`src/source/decode_pkg.sv`:
```
`default_nettype none

package decode_pkg;

    //////////////////////////////////////////////////
    // basic field types
    //////////////////////////////////////////////////

    typedef logic [7:0]  byte_t;     // one packet byte
    typedef logic [31:0] eip_t;      // instruction pointer, also disp/imm width
    typedef logic [2:0]  reg_idx_t;  // gpr or segment number
    typedef logic [4:0]  len_t;      // instr length, max 14

    // decoded operation class
    typedef enum logic [2:0] {
        OP_ADD     = 3'd0,
        OP_MOV     = 3'd1,
        OP_JMP     = 3'd2,
        OP_NOP     = 3'd3,
        OP_ILLEGAL = 3'd4
    } op_kind_e;

    // supported primary opcode bytes
    typedef enum logic [7:0] {
        ADD_RM_R       = 8'h01,  // add r/m32, r32
        ADD_R_RM       = 8'h03,  // add r32, r/m32
        ADD_EAX_IMM    = 8'h05,  // add eax, imm32
        MOV_RM_R       = 8'h89,  // mov r/m32, r32
        MOV_R_RM       = 8'h8B,  // mov r32, r/m32
        NOP_BYTE       = 8'h90,
        MOV_R_IMM_BASE = 8'hB8,  // b8+r, low 3 bits pick the register
        JMP_REL32      = 8'hE9,
        JMP_REL8       = 8'hEB
    } opcode_e;

    // segment register numbering, x86 sreg order
    typedef enum logic [2:0] {
        ES = 3'd0,
        CS = 3'd1,
        SS = 3'd2,
        DS = 3'd3,
        FS = 3'd4,
        GS = 3'd5
    } seg_e;

    //////////////////////////////////////////////////
    // legacy prefix bytes
    //////////////////////////////////////////////////

    localparam byte_t PFX_REP    = 8'hF3;
    localparam byte_t PFX_OPSIZE = 8'h66;
    localparam byte_t PFX_ES     = 8'h26;
    localparam byte_t PFX_CS     = 8'h2E;
    localparam byte_t PFX_SS     = 8'h36;
    localparam byte_t PFX_DS     = 8'h3E;
    localparam byte_t PFX_FS     = 8'h64;
    localparam byte_t PFX_GS     = 8'h65;

    localparam int MAX_PREFIXES = 3;  // only the first three bytes are scanned

endpackage

`default_nettype wire

```
`src/source/decode_top.sv`:
```
`default_nettype none

module decode_top import decode_pkg::*; #(
    parameter int PACKET_BYTES = 16
) (
    input  wire                      clk,
    input  wire                      rst_n,
    input  wire                      valid_in,
    input  wire [PACKET_BYTES*8-1:0] packet_in,
    input  wire                      queue_full_stall,
    input  wire                      is_init,
    input  wire eip_t                init_eip,
    input  wire                      is_resteer,
    input  wire eip_t                wb_eip,
    input  wire                      bp_taken,
    input  wire eip_t                bp_eip,
    output logic                     valid_out,
    output op_kind_e                 op_kind,
    output logic                     illegal,
    output reg_idx_t                 reg_dst,
    output reg_idx_t                 reg_src,
    output reg_idx_t                 base_reg,
    output reg_idx_t                 index_reg,
    output logic                     use_base,
    output logic                     use_index,
    output logic [1:0]               scale,
    output eip_t                     disp,
    output eip_t                     imm,
    output logic                     opsize_16,
    output logic                     rep,
    output seg_e                     seg_sel,
    output logic                     seg_override,
    output len_t                     length,
    output eip_t                     latched_eip,
    output eip_t                     eip_out
);

    byte_t      lead [6];  // bytes 0..5, enough for opcode/modrm/sib
    logic [1:0] num_prefixes;
    seg_e       seg_sel_pfx;
    byte_t      opc, modrm, sib;
    logic       has_modrm, modrm_is_dst, imm_signed, uses_implied_reg;
    logic [2:0] imm_size, disp_size, modrm_len;
    reg_idx_t   implied_reg;

    for (genvar g = 0; g < 6; g++) begin : g_lead
        assign lead[g] = packet_in[PACKET_BYTES*8-1-8*g -: 8];
    end

    // opcode follows the prefixes
    assign opc   = lead[3'(num_prefixes)];
    assign modrm = lead[3'(num_prefixes) + 3'd1];
    assign sib   = lead[3'(num_prefixes) + 3'd2];

    prefix_decode u_prefix (
        .byte0(lead[0]), .byte1(lead[1]), .byte2(lead[2]),
        .num_prefixes(num_prefixes), .rep(rep), .opsize_16(opsize_16),
        .seg_override(seg_override), .seg_sel_pfx(seg_sel_pfx)
    );

    opcode_decode u_opcode (
        .opc(opc), .opsize_16(opsize_16), .op_kind(op_kind), .has_modrm(has_modrm),
        .modrm_is_dst(modrm_is_dst), .imm_size(imm_size), .imm_signed(imm_signed),
        .implied_reg(implied_reg), .uses_implied_reg(uses_implied_reg), .illegal(illegal)
    );

    modrm_decode u_modrm (
        .modrm(modrm), .sib(sib), .has_modrm(has_modrm), .modrm_is_dst(modrm_is_dst),
        .implied_reg(implied_reg), .uses_implied_reg(uses_implied_reg),
        .seg_override(seg_override), .seg_sel_pfx(seg_sel_pfx),
        .reg_field(), .rm_reg(), .base_reg(base_reg), .index_reg(index_reg),
        .reg_form(), .use_base(use_base), .use_index(use_index), .scale(scale),
        .disp_size(disp_size), .modrm_len(modrm_len),
        .reg_dst(reg_dst), .reg_src(reg_src), .seg_sel(seg_sel)
    );

    operand_extract #(.PACKET_BYTES(PACKET_BYTES)) u_operand (
        .packet(packet_in), .num_prefixes(num_prefixes), .has_modrm(has_modrm),
        .modrm_len(modrm_len), .disp_size(disp_size), .imm_size(imm_size),
        .imm_signed(imm_signed), .disp(disp), .imm(imm), .length(length)
    );

    eip_unit u_eip (
        .clk(clk), .rst_n(rst_n), .valid_in(valid_in), .queue_full_stall(queue_full_stall),
        .length(length), .is_init(is_init), .init_eip(init_eip),
        .is_resteer(is_resteer), .wb_eip(wb_eip), .bp_taken(bp_taken), .bp_eip(bp_eip),
        .valid_out(valid_out), .latched_eip(latched_eip), .eip_out(eip_out)
    );

endmodule

`default_nettype wire

```
`src/source/eip_unit.sv`:
```
`default_nettype none

module eip_unit import decode_pkg::*; (
    input  wire        clk,
    input  wire        rst_n,
    input  wire        valid_in,
    input  wire        queue_full_stall,
    input  wire len_t  length,
    input  wire        is_init,
    input  wire eip_t  init_eip,
    input  wire        is_resteer,
    input  wire eip_t  wb_eip,
    input  wire        bp_taken,
    input  wire eip_t  bp_eip,
    output logic       valid_out,
    output eip_t       latched_eip,
    output eip_t       eip_out
);

    len_t adv_len;  // length only when a packet is present

    assign valid_out = valid_in && !queue_full_stall;  // stall kills the strobe
    assign adv_len   = valid_in ? length : '0;
    assign eip_out   = latched_eip + eip_t'(adv_len);

    //////////////////////////////////////////////////
    // eip register
    //////////////////////////////////////////////////

    always_ff @(posedge clk) begin
        if (!rst_n) begin
            latched_eip <= '0;
        end else if (is_init) begin
            latched_eip <= init_eip;   // highest priority
        end else if (is_resteer) begin
            latched_eip <= wb_eip;     // writeback redirect
        end else if (bp_taken) begin
            latched_eip <= bp_eip;     // predicted taken
        end else if (valid_out) begin
            latched_eip <= eip_out;    // sequential on accept
        end
    end

endmodule

`default_nettype wire

```
`src/source/modrm_decode.sv`:
```
`default_nettype none

module modrm_decode import decode_pkg::*; (
    input  wire byte_t     modrm,
    input  wire byte_t     sib,
    input  wire            has_modrm,
    input  wire            modrm_is_dst,
    input  wire reg_idx_t  implied_reg,
    input  wire            uses_implied_reg,
    input  wire            seg_override,
    input  wire seg_e      seg_sel_pfx,
    output reg_idx_t       reg_field,
    output reg_idx_t       rm_reg,
    output reg_idx_t       base_reg,
    output reg_idx_t       index_reg,
    output logic           reg_form,
    output logic           use_base,
    output logic           use_index,
    output logic [1:0]     scale,
    output logic [2:0]     disp_size,
    output logic [2:0]     modrm_len,   // modrm + sib + disp bytes
    output reg_idx_t       reg_dst,
    output reg_idx_t       reg_src,
    output seg_e           seg_sel
);

    logic [1:0] mod_f;
    logic       has_sib;

    assign mod_f     = modrm[7:6];
    assign reg_field = modrm[5:3];
    assign rm_reg    = modrm[2:0];
    assign reg_form  = has_modrm && mod_f == 2'b11;
    assign has_sib   = has_modrm && !reg_form && rm_reg == 3'b100;

    //////////////////////////////////////////////////
    // 32-bit addressing table
    //////////////////////////////////////////////////

    always_comb begin
        base_reg  = has_sib ? sib[2:0] : rm_reg;
        index_reg = sib[5:3];
        scale     = has_sib ? sib[7:6] : 2'b00;
        use_index = has_sib && sib[5:3] != 3'b100;  // index 100 = none
        use_base  = has_modrm && !reg_form;
        case (mod_f)
            2'b01:   disp_size = 3'd1;
            2'b10:   disp_size = 3'd4;
            default: disp_size = 3'd0;
        endcase
        if (use_base && mod_f == 2'b00 && base_reg == 3'b101) begin
            use_base  = 1'b0;  // disp32, no base
            disp_size = 3'd4;
        end
        if (!use_base && !(has_modrm && !reg_form)) disp_size = 3'd0;
        if (has_modrm) modrm_len = 3'd1 + {2'b00, has_sib} + disp_size;
        else           modrm_len = 3'd0;
    end

    // register roles
    always_comb begin
        if (has_modrm) begin
            reg_dst = modrm_is_dst ? rm_reg : reg_field;
            reg_src = modrm_is_dst ? reg_field : rm_reg;
        end else begin
            reg_dst = uses_implied_reg ? implied_reg : '0;
            reg_src = '0;
        end
    end

    // ss default for esp/ebp base (100, 101)
    assign seg_sel = seg_override ? seg_sel_pfx :
                     (use_base && base_reg[2:1] == 2'b10) ? SS : DS;

endmodule

`default_nettype wire

```
`src/source/opcode_decode.sv`:
```
`default_nettype none

module opcode_decode import decode_pkg::*; (
    input  wire byte_t  opc,
    input  wire         opsize_16,
    output op_kind_e    op_kind,
    output logic        has_modrm,
    output logic        modrm_is_dst,      // r/m operand is written
    output logic [2:0]  imm_size,          // bytes, 0/1/2/4
    output logic        imm_signed,
    output reg_idx_t    implied_reg,
    output logic        uses_implied_reg,
    output logic        illegal
);

    logic [2:0] wide_imm;  // imm32, or imm16 under 66

    assign wide_imm = opsize_16 ? 3'd2 : 3'd4;

    //////////////////////////////////////////////////
    // opcode table
    //////////////////////////////////////////////////

    always_comb begin
        op_kind          = OP_ILLEGAL;
        has_modrm        = 1'b0;
        modrm_is_dst     = 1'b0;
        imm_size         = 3'd0;
        imm_signed       = 1'b0;
        implied_reg      = '0;
        uses_implied_reg = 1'b0;
        illegal          = 1'b0;

        if ((opc & 8'hF8) == MOV_R_IMM_BASE) begin
            // b8..bf mov r32, imm
            op_kind          = OP_MOV;
            imm_size         = wide_imm;
            implied_reg      = opc[2:0];
            uses_implied_reg = 1'b1;
        end else begin
            case (opc)
                ADD_RM_R, MOV_RM_R: begin
                    op_kind      = (opc == ADD_RM_R) ? OP_ADD : OP_MOV;
                    has_modrm    = 1'b1;
                    modrm_is_dst = 1'b1;  // reg -> r/m
                end
                ADD_R_RM, MOV_R_RM: begin
                    op_kind   = (opc == ADD_R_RM) ? OP_ADD : OP_MOV;
                    has_modrm = 1'b1;     // r/m -> reg
                end
                ADD_EAX_IMM: begin
                    op_kind          = OP_ADD;
                    imm_size         = wide_imm;
                    uses_implied_reg = 1'b1;  // eax is reg 0
                end
                JMP_REL8: begin
                    op_kind    = OP_JMP;
                    imm_size   = 3'd1;
                    imm_signed = 1'b1;    // rel8 sign extends
                end
                JMP_REL32: begin
                    op_kind  = OP_JMP;
                    imm_size = wide_imm;
                end
                NOP_BYTE: op_kind = OP_NOP;
                default: illegal = 1'b1;  // length falls back to 1
            endcase
        end
    end

endmodule

`default_nettype wire

```
`src/source/operand_extract.sv`:
```
`default_nettype none

module operand_extract import decode_pkg::*; #(
    parameter int PACKET_BYTES = 16
) (
    input  wire [PACKET_BYTES*8-1:0] packet,     // byte 0 in top bits
    input  wire [1:0]                num_prefixes,
    input  wire                      has_modrm,
    input  wire [2:0]                modrm_len,
    input  wire [2:0]                disp_size,
    input  wire [2:0]                imm_size,
    input  wire                      imm_signed,
    output eip_t                     disp,
    output eip_t                     imm,
    output len_t                     length
);

    byte_t      pkt_byte [PACKET_BYTES];
    logic [3:0] imm_off;   // first imm byte
    logic [3:0] disp_off;  // first disp byte, trails modrm/sib
    eip_t       disp_raw;
    eip_t       imm_raw;

    for (genvar g = 0; g < PACKET_BYTES; g++) begin : g_bytes
        assign pkt_byte[g] = packet[(PACKET_BYTES-1-g)*8 +: 8];
    end

    assign imm_off  = 4'(num_prefixes) + 4'd1 + 4'(modrm_len);
    assign disp_off = imm_off - 4'(disp_size);

    //////////////////////////////////////////////////
    // little-endian assembly
    //////////////////////////////////////////////////

    always_comb begin
        disp_raw = '0;
        imm_raw  = '0;
        for (int k = 0; k < 4; k++) begin
            if (k < disp_size) disp_raw[k*8 +: 8] = pkt_byte[disp_off + k];
            if (k < imm_size)  imm_raw[k*8 +: 8]  = pkt_byte[imm_off + k];
        end
    end

    always_comb begin
        if (!has_modrm)          disp = '0;
        else if (disp_size == 1) disp = {{24{disp_raw[7]}}, disp_raw[7:0]};  // disp8
        else                     disp = disp_raw;
        case (imm_size)
            3'd1:    imm = imm_signed ? {{24{imm_raw[7]}}, imm_raw[7:0]} : imm_raw;
            3'd2:    imm = imm_signed ? {{16{imm_raw[15]}}, imm_raw[15:0]} : imm_raw;
            default: imm = imm_raw;  // imm32 or none
        endcase
    end

    // prefixes + opcode + modrm/sib/disp + imm
    assign length = len_t'(imm_off) + len_t'(imm_size);

endmodule

`default_nettype wire

```
`src/source/prefix_decode.sv`:
```
`default_nettype none

module prefix_decode import decode_pkg::*; (
    input  wire byte_t  byte0,
    input  wire byte_t  byte1,
    input  wire byte_t  byte2,
    output logic [1:0]  num_prefixes,
    output logic        rep,
    output logic        opsize_16,
    output logic        seg_override,
    output seg_e        seg_sel_pfx
);

    byte_t lead [MAX_PREFIXES];  // leading packet bytes
    logic  stop;                 // first non-prefix seen

    // segment override byte to segment number
    function automatic seg_e pfx_seg(input byte_t b);
        case (b)
            PFX_ES:  pfx_seg = ES;
            PFX_CS:  pfx_seg = CS;
            PFX_SS:  pfx_seg = SS;
            PFX_FS:  pfx_seg = FS;
            PFX_GS:  pfx_seg = GS;
            default: pfx_seg = DS;
        endcase
    endfunction

    assign lead[0] = byte0;
    assign lead[1] = byte1;
    assign lead[2] = byte2;

    always_comb begin
        num_prefixes = 2'd0;
        rep          = 1'b0;
        opsize_16    = 1'b0;
        seg_override = 1'b0;
        seg_sel_pfx  = DS;  // don't care unless seg_override
        stop         = 1'b0;
        for (int i = 0; i < MAX_PREFIXES; i++) begin
            if (!stop) begin
                if (lead[i] == PFX_REP) begin
                    rep = 1'b1;
                end else if (lead[i] == PFX_OPSIZE) begin
                    opsize_16 = 1'b1;
                end else if (lead[i] inside {PFX_ES, PFX_CS, PFX_SS, PFX_DS, PFX_FS, PFX_GS}) begin
                    seg_override = 1'b1;
                    seg_sel_pfx  = pfx_seg(lead[i]);  // later override wins
                end else begin
                    stop = 1'b1;  // opcode reached
                end
                if (!stop) num_prefixes = num_prefixes + 2'd1;
            end
        end
    end

endmodule

`default_nettype wire

```
`config.mk`:
```
export PLATFORM = sky130hd
export DESIGN_NAME = decode_top
export DESIGN_NICKNAME = d
export VERILOG_FILES = /design/src/source/decode_pkg.sv /design/src/source/decode_top.sv /design/src/source/eip_unit.sv /design/src/source/modrm_decode.sv /design/src/source/opcode_decode.sv /design/src/source/operand_extract.sv /design/src/source/prefix_decode.sv
export SDC_FILE = /design/constraint.sdc
export NUM_CORES = 1
export LEC_CHECK = 0
export BUFFER_PORTS_ARGS = -buffer_cell sky130_fd_sc_hd__buf_2
export CORE_AREA = 2 2 209 231
export CTS_BUF_LIST = sky130_fd_sc_hd__clkbuf_4 sky130_fd_sc_hd__clkbuf_8 sky130_fd_sc_hd__clkbuf_16
export CTS_CLUSTER_SIZE = 40
export DETAILED_ROUTE_END_ITERATION = 8
export DIE_AREA = 0 0 211 233
export RECOVER_POWER = 50
export SYNTH_ARGS = -nofsm -noshare
export SYNTH_HDL_FRONTEND = slang
export SYNTH_SLANG_ARGS = --single-unit
export TNS_END_PERCENT = 10
```
`constraint.sdc`:
```
create_clock -name clk -period 17 [get_ports clk]
set_input_delay 2.55 -clock clk [delete_from_list [all_inputs] [get_ports clk]]
set_output_delay 2.55 -clock clk [all_outputs]
set_load 0.005 [all_outputs]
```
After elaboration in Yosys (flattened, before gate mapping)
Index checks and enable logic that the tools add are counted.

word-level totals
  register bits after elaboration = 32
  logic and storage cells = 253
  bits of input ports = 231
  output and inout bits = 160

cells by class
  mux-type cells = 138
  equal/unequal tests = 43
  reductions and logical operators = 24
  bitwise operators = 11
  $lt $le $gt $ge = 19
  $add $sub $neg = 17

operators with widths
  kind                                                                                  count
  33-bit by 5-bit greater-or-equal comparator with 1-bit output, second input constant  8
  8-bit binary-select mux with 4-bit select                                             8
  32-bit two-way mux                                                                    8
  8-bit two-way mux                                                                     30
  32-bit NOT with 33-bit output                                                         6
  8-bit by 6-bit == test with 1-bit output, second input constant                       12
  3-bit two-way mux                                                                     25
  8-bit binary-select mux with 3-bit select                                             3
  8-bit by 7-bit == test with 1-bit output, second input constant                       9
  4-bit NOT with 33-bit output                                                          2
  8-bit == test, second input constant                                                  8
  32-bit one-hot mux with 2 select lines                                                1
  3-bit one-hot mux with 5 select lines                                                 4
  1-bit two-way mux                                                                     51
  32-bit by 5-bit adder with 32-bit output                                              1
  4-bit by 2-bit adder with 5-bit output, second input constant                         4
  6-bit nonzero test                                                                    3
  4-bit greater-or-equal comparator, second input constant                              3
  1-bit by 3-bit < comparator with 1-bit output, first input constant                   4
  2-bit by 3-bit < comparator with 1-bit output, first input constant                   4
  3-bit one-hot mux with 2 select lines                                                 2
  4-bit by 1-bit adder with 5-bit output, second input constant                         2
  2-bit two-way mux                                                                     5
  1-bit logical AND                                                                     9
  28 further kinds                                                                      40

Depth between registers and ports, before layout
  depth in word-level cells = 43
  gate-level depth with buffers = 42
  mapped depth without buffers = 32

Cells and area by module
A second synthesis with hierarchy kept.

unflattened totals
  cells, all modules = 1405
  area, all modules = 13384.1 sq um

by module, submodules not included
  module           area each (sq um)  instances  cells each  sequential area each (sq um)
  operand_extract  8214.1             1          745         0.0
  eip_unit         3174.3             1          428         640.6
  decode_top       840.8              1          68          0.0
  prefix_decode    501.7              1          72          0.0
  modrm_decode     430.4              1          59          0.0
  opcode_decode    222.7              1          33          0.0

Worst setup path before layout
OpenSTA, ideal clock, no wires.

  path type = input -> output
  start = input port packet_in[125]
  end = output port disp[23]
  required time = 14.450 ns
  arrival time = 12.190 ns
  stages = 37
  slack = 2.260 ns
  buffers on the path = 12
  path through = buf_4 inv_2 or4_1 clkbuf_1 o21ai_2 o21ai_4 inv_1 buf_1 ha_1 buf_1 mux2_2 a221oi_1 nor2_1 a211oi_1 nand2_1 ha_1 and2_1 ha_1 fa_1 clkbuf_1 clkbuf_1 clkbuf_1 inv_1 ha_1 xor2_1 inv_1 clkbuf_1 ha_1 clkbuf_1 xnor3_1 clkbuf_1 buf_1 clkbuf_1 o22ai_1 a221oi_1 nand4_1 o41ai_1

on the way
  word-level cells in the longest chain between the ends = 43
  elaborated cells between the ends (all ways) = 84
  those cells by class = 10 x add/sub; 2 x order compare; 19 x eq/ne; 36 x mux; 5 x bitwise; 12 x reduce/logical

ends and longest elaborated chain
  what                                                                                                  line                   RTL
  start, declared                                                                                       decode_top.sv:9        input wire [PACKET_BYTES*8-1:0] packet_in,
  8-bit by 6-bit == test with 1-bit output or 8-bit by 7-bit == test with 1-bit output (tied branches)  prefix_decode.sv:46    end else if (lead[i] inside {PFX_ES, PFX_CS, PFX_SS, PFX_DS, PFX_FS, PFX_GS}) begin
  6-bit nonzero test                                                                                    prefix_decode.sv:46
  1-bit two-way mux                                                                                     prefix_decode.sv:46
  1-bit two-way mux                                                                                     prefix_decode.sv:44    end else if (lead[i] == PFX_OPSIZE) begin
  1-bit two-way mux                                                                                     prefix_decode.sv:42    if (lead[i] == PFX_REP) begin
  1-bit two-way mux                                                                                     prefix_decode.sv:52    if (!stop) num_prefixes = num_prefixes + 2'd1;
  1-bit by 1-bit adder with 2-bit output                                                                prefix_decode.sv:52
  2-bit two-way mux                                                                                     prefix_decode.sv:52
  [26 not listed]                                                                                       n/a
  4-bit by 3-bit subtractor with 4-bit output                                                           operand_extract.sv:29  assign disp_off = imm_off - 4'(disp_size);
  4-bit by 2-bit adder with 5-bit output                                                                operand_extract.sv:39  if (k < disp_size) disp_raw[k*8 +: 8] = pkt_byte[disp_off + k];
  32-bit NOT with 33-bit output (implied by the code)                                                   operand_extract.sv:39
  8-bit binary-select mux with 4-bit select                                                             operand_extract.sv:39
  8-bit two-way mux (implied by the code) (2 in a row)                                                  operand_extract.sv:39
  8-bit two-way mux                                                                                     operand_extract.sv:39
  32-bit two-way mux                                                                                    operand_extract.sv:46  else if (disp_size == 1) disp = {{24{disp_raw[7]}}, disp_raw[7:0]};
  32-bit two-way mux *                                                                                  operand_extract.sv:45  if (!has_modrm) disp = '0;
  end, declared                                                                                         decode_top.sv:27       output eip_t disp,

Every way passes the cells marked *; elsewhere a longest branch is shown, timed or not. The select of a mux whose other input is x is not followed.

Worst setup path in the final report
  start = input port packet_in[106]
  end = output port disp[8]

on the way
  word-level cells in the longest chain between the ends = 39
  elaborated cells between the ends (all ways) = 79
  those cells by class = 8 x add/sub; 2 x order compare; 19 x eq/ne; 33 x mux; 5 x bitwise; 12 x reduce/logical

ends and longest elaborated chain
  what                                                                                                  line                   RTL
  8-bit by 6-bit == test with 1-bit output or 8-bit by 7-bit == test with 1-bit output (tied branches)  prefix_decode.sv:46
  6-bit nonzero test                                                                                    prefix_decode.sv:46
  1-bit two-way mux                                                                                     prefix_decode.sv:46
  1-bit two-way mux                                                                                     prefix_decode.sv:44
  1-bit two-way mux                                                                                     prefix_decode.sv:42
  1-bit two-way mux                                                                                     prefix_decode.sv:41    if (!stop) begin
  2-bit two-way mux                                                                                     prefix_decode.sv:52
  2-bit two-way mux                                                                                     prefix_decode.sv:41
  [22 not listed]                                                                                       n/a
  4-bit by 3-bit subtractor with 4-bit output                                                           operand_extract.sv:29
  4-bit by 1-bit adder with 5-bit output                                                                operand_extract.sv:39
  32-bit NOT with 33-bit output (implied by the code)                                                   operand_extract.sv:39
  8-bit binary-select mux with 4-bit select                                                             operand_extract.sv:39
  8-bit two-way mux (implied by the code) (2 in a row)                                                  operand_extract.sv:39
  8-bit two-way mux                                                                                     operand_extract.sv:39
  32-bit two-way mux                                                                                    operand_extract.sv:46
  32-bit two-way mux *                                                                                  operand_extract.sv:45

Marks and branches as above.

==> results.yml <==
outcome:
  status: "finished with violations"
  violations: "max-capacitance violations, max-slew violations"
clocking:
  cts_tree: "yes"
  numCtsBuffers: 5
  cts_hold_buf: 0
  clock_path_buffers: 2
  clkTransAtPathRegs_ns: 0.05
  cts_resized: 0
  htree_num_levels: 2
  root_buffer: "clkbuf_16"
  clk_latency_ns: 0.30
  clkSinkCount: 32
  post_cts_buffers: 0
timing:
  tns_ns: 0
  grt_setup_unrepaired: "no"
  worst_slew_pin_slew_ns: 2.74
  hold_viol: 0
  whs_ns: 0.544
  setup_ws_ns: 0.781
  drv_slew: 20
  slew_headroom_pct: -85.2
  clock.fmax_mhz: 61.7
  setup-violations-final: 0
  timing.final.crit_period_ns: 16.22
  period_share_pct: 95.4
  fin_skew_ns: 0.00500
power:
  power_switching_share_pct: 47.0
  power_frac_comb_pct: 62.3
  p_switching_mw: 0.250
  total_leakage_power_nw: 6.72
  intPower_mw: 0.282
  worst_ir_drop_vdd_mv: 0.0414
  p_per_area_nw_per_um2: 32.4
  clock_power_share_pct: 20.4
  p_seq_share_pct: 17.3
cells_and_area:
  fillCellCount: 4874
  largest_register_ffs: 32
  top_register: "u_eip.latched_eip"
  area_growth_pct: 18.1
  drive_gt1_share_pct: 31.3
  layoutNonFillerInstCount: 2571
  reg.largest.list: "u_eip.latched_eip: 32 flops"
  final_cell_area_um2: 16400
  nets: 2233
drt:
  dr_total_vias: 17500
  drc: 0
  wl_per_cell_um: 31.2
  initialDrtViolationCount: 2656
  first_pass_iters: 7
  drt_wl_total_um: 80200
  viasPerCell: 6.81
  drtAntennaViolNets: 0
grt:
  grt_overflow: 0
  grt_start_max_net_pins: 65
  grt_pass1_vias: 16600
  antenna_found_initial: 3
  grt_pass1_wl_um: 114000
  grtUsageTotal_pct: 31.3
setup_path:
  critical_path_peak_fanout: 64
  reg2reg_slack_ns: 13.24
  arrival_ns: 13.67
  worst_setup_path_end_kind: "output pin"
  cp_slowest_cell: "clkbuf_1"
  crit_path_end: "disp[8]"
  r2r-start: "u_eip.latched_eip[0]"
  crit_required_ns: 14.45
  crit_path_max_incr_delay_ns: 1.02
  reg2reg_depth: 13
  startpoint: "packet_in[106]"
  crit_type: "input pin to output pin"
  start_kind: "input pin"
  r2r-end: "u_eip.latched_eip[20]"
placed_design:
  dp_slack_ns: 1.34
  place_area_um2: 16300
  dpl.hpwl_um: 60800
  gp_congestion: 1.09
  dp_cells: 2561
  place.port_buffers: 390
logic_synthesis:
  yosysUniqueCellTypes: 89
  synth_commonest_cells: "nand2_1, mux4_2, mux2i_1"
  syn_area_um2: 13900
  seq_area_frac_synth_pct: 4.61
  yosys_warnings: 0
  async_reset_ff_share_pct: 0
  synth_edf_count: 0
  ys_top_cells_by_area: "mux4_2, mux2i_1, nand2_1, dfxtp_1, clkbuf_1"
  ys.flop_type: "dfxtp_1"
  syn-instance-count: 1716
  yosysMostFrequentCell: "nand2_1"
  ys_ff_latch: 32
  synth_top_cell_by_area: "mux4_2"
  yosys.area.top_type_share_pct: 27.2
  avgSynthCellArea_um2: 8.10
  syn_nets: 1976
floorplan:
  die_area_um2: 49200
  die_height_um: 233
  core.rowCount: 83
  core_um2: 46600
  pin_count: 391
  die_x_um: 211
  initial_core_util_pct: 29.8
run:
  cap_violations: 3
worst_hold_path:
  min_path_type: "flip-flop to flip-flop"
critical path: cells and delay by family:
| kind | cells | cell delay, ns |
|---|---|---|
| and+or+nand+nor | 8 | 2.76 |
| adders and majority gates | 3 | 1.49 |
| xor gates and xnor gates | 2 | 0.32 |
| muxes | 4 | 1.45 |
| buffers and inverters | 5 | 2.87 |
| AOI/OAI and AO/OA | 6 | 2.14 |
cells by family after synthesis:
logic type               share of synthesized area [%]
AO/OA/AOI/OAI                                     24.2
XOR/XNOR                                          3.28
adder cells (fa/ha/maj)                           2.77
buffers and inverters                             6.06
flip-flops                                        4.61
multiplexers                                      38.3
AND/OR/NAND/NOR                                   20.8
placed cells by master, fill, tap and decap left out, types with 21 or more instances in the layout:
master | Yosys | final
a211oi_1 | 28 | 28
a21o_1 | 33 | 33
a21oi_1 | 75 | 74
a22oi_1 | 21 | 21
and3_1 | 26 | 26
buf_2 | 19 | 352
buf_4 | 2 | 38
clkbuf_1 | 121 | 37
dfxtp_1 | 32 | 32
ha_1 | 26 | 25
inv_1 | 36 | 35
mux2i_1 | 140 | 140
mux4_2 | 168 | 168
nand2_1 | 236 | 237
nand3_1 | 68 | 68
nand4_1 | 26 | 26
nor2_1 | 83 | 83
nor2b_1 | 31 | 31
nor3_1 | 30 | 30
o211ai_1 | 33 | 33
o21ai_0 | 86 | 86
o22ai_1 | 25 | 25
xnor2_1 | 29 | 24
stage by stage:
stage          utilization (%)  power (mW)
5_1_grt                   35.2       0.552
3_3_place_gp              35.0       0.413
4_1_cts                   35.4       0.522
3_5_place_dp              35.0       0.413
6_report                  35.2       0.532
2_1_floorplan                -       0.267
metal layers:
layer  track usage (%)  share of wire (%)
met1              37.7                 36
met2              49.6                 44
met3              6.57                 12
met4              21.9                8.4
met5                 0                  0
power by group through the flow:
stage / sequential (mW) / clock (mW) / combinational [mW]
after global placement: 0.0930 / 0 / 0.320
after CTS: 0.0916 / 0.109 / 0.321
final: 0.0923 / 0.109 / 0.332
after detailed placement: 0.0934 / 0 / 0.320
after global routing: 0.0930 / 0.113 / 0.346
after floorplan: 0.0906 / 0 / 0.177
worst min-delay path by stage:
stage / startpoint / end / cells past startpoint
2_1_floorplan: u_eip.latched_eip[20] / u_eip.latched_eip[20] / 2
5_1_grt: u_eip.latched_eip[4] / u_eip.latched_eip[4] / 1
3_5_place_dp: u_eip.latched_eip[2] / u_eip.latched_eip[2] / 1
6_report: u_eip.latched_eip[4] / u_eip.latched_eip[4] / 1
3_3_place_gp: u_eip.latched_eip[4] / u_eip.latched_eip[4] / 1
4_1_cts: u_eip.latched_eip[2] / u_eip.latched_eip[2] / 1
cell type report:
type | instances | area [um2] | area share (%)
antenna | 2 | 5.00 | 0.0305
clock inverter | 2 | 35.0 | 0.213
tap | 595 | 744 | 4.53
clock buffer | 6 | 133 | 0.808
multi-input combinational | 1468 | 12500 | 76.3
timing repair buffer | 429 | 2200 | 13.4
sequential | 32 | 641 | 3.90
inverter | 37 | 139 | 0.846
(Power assumes the default switching activity.)
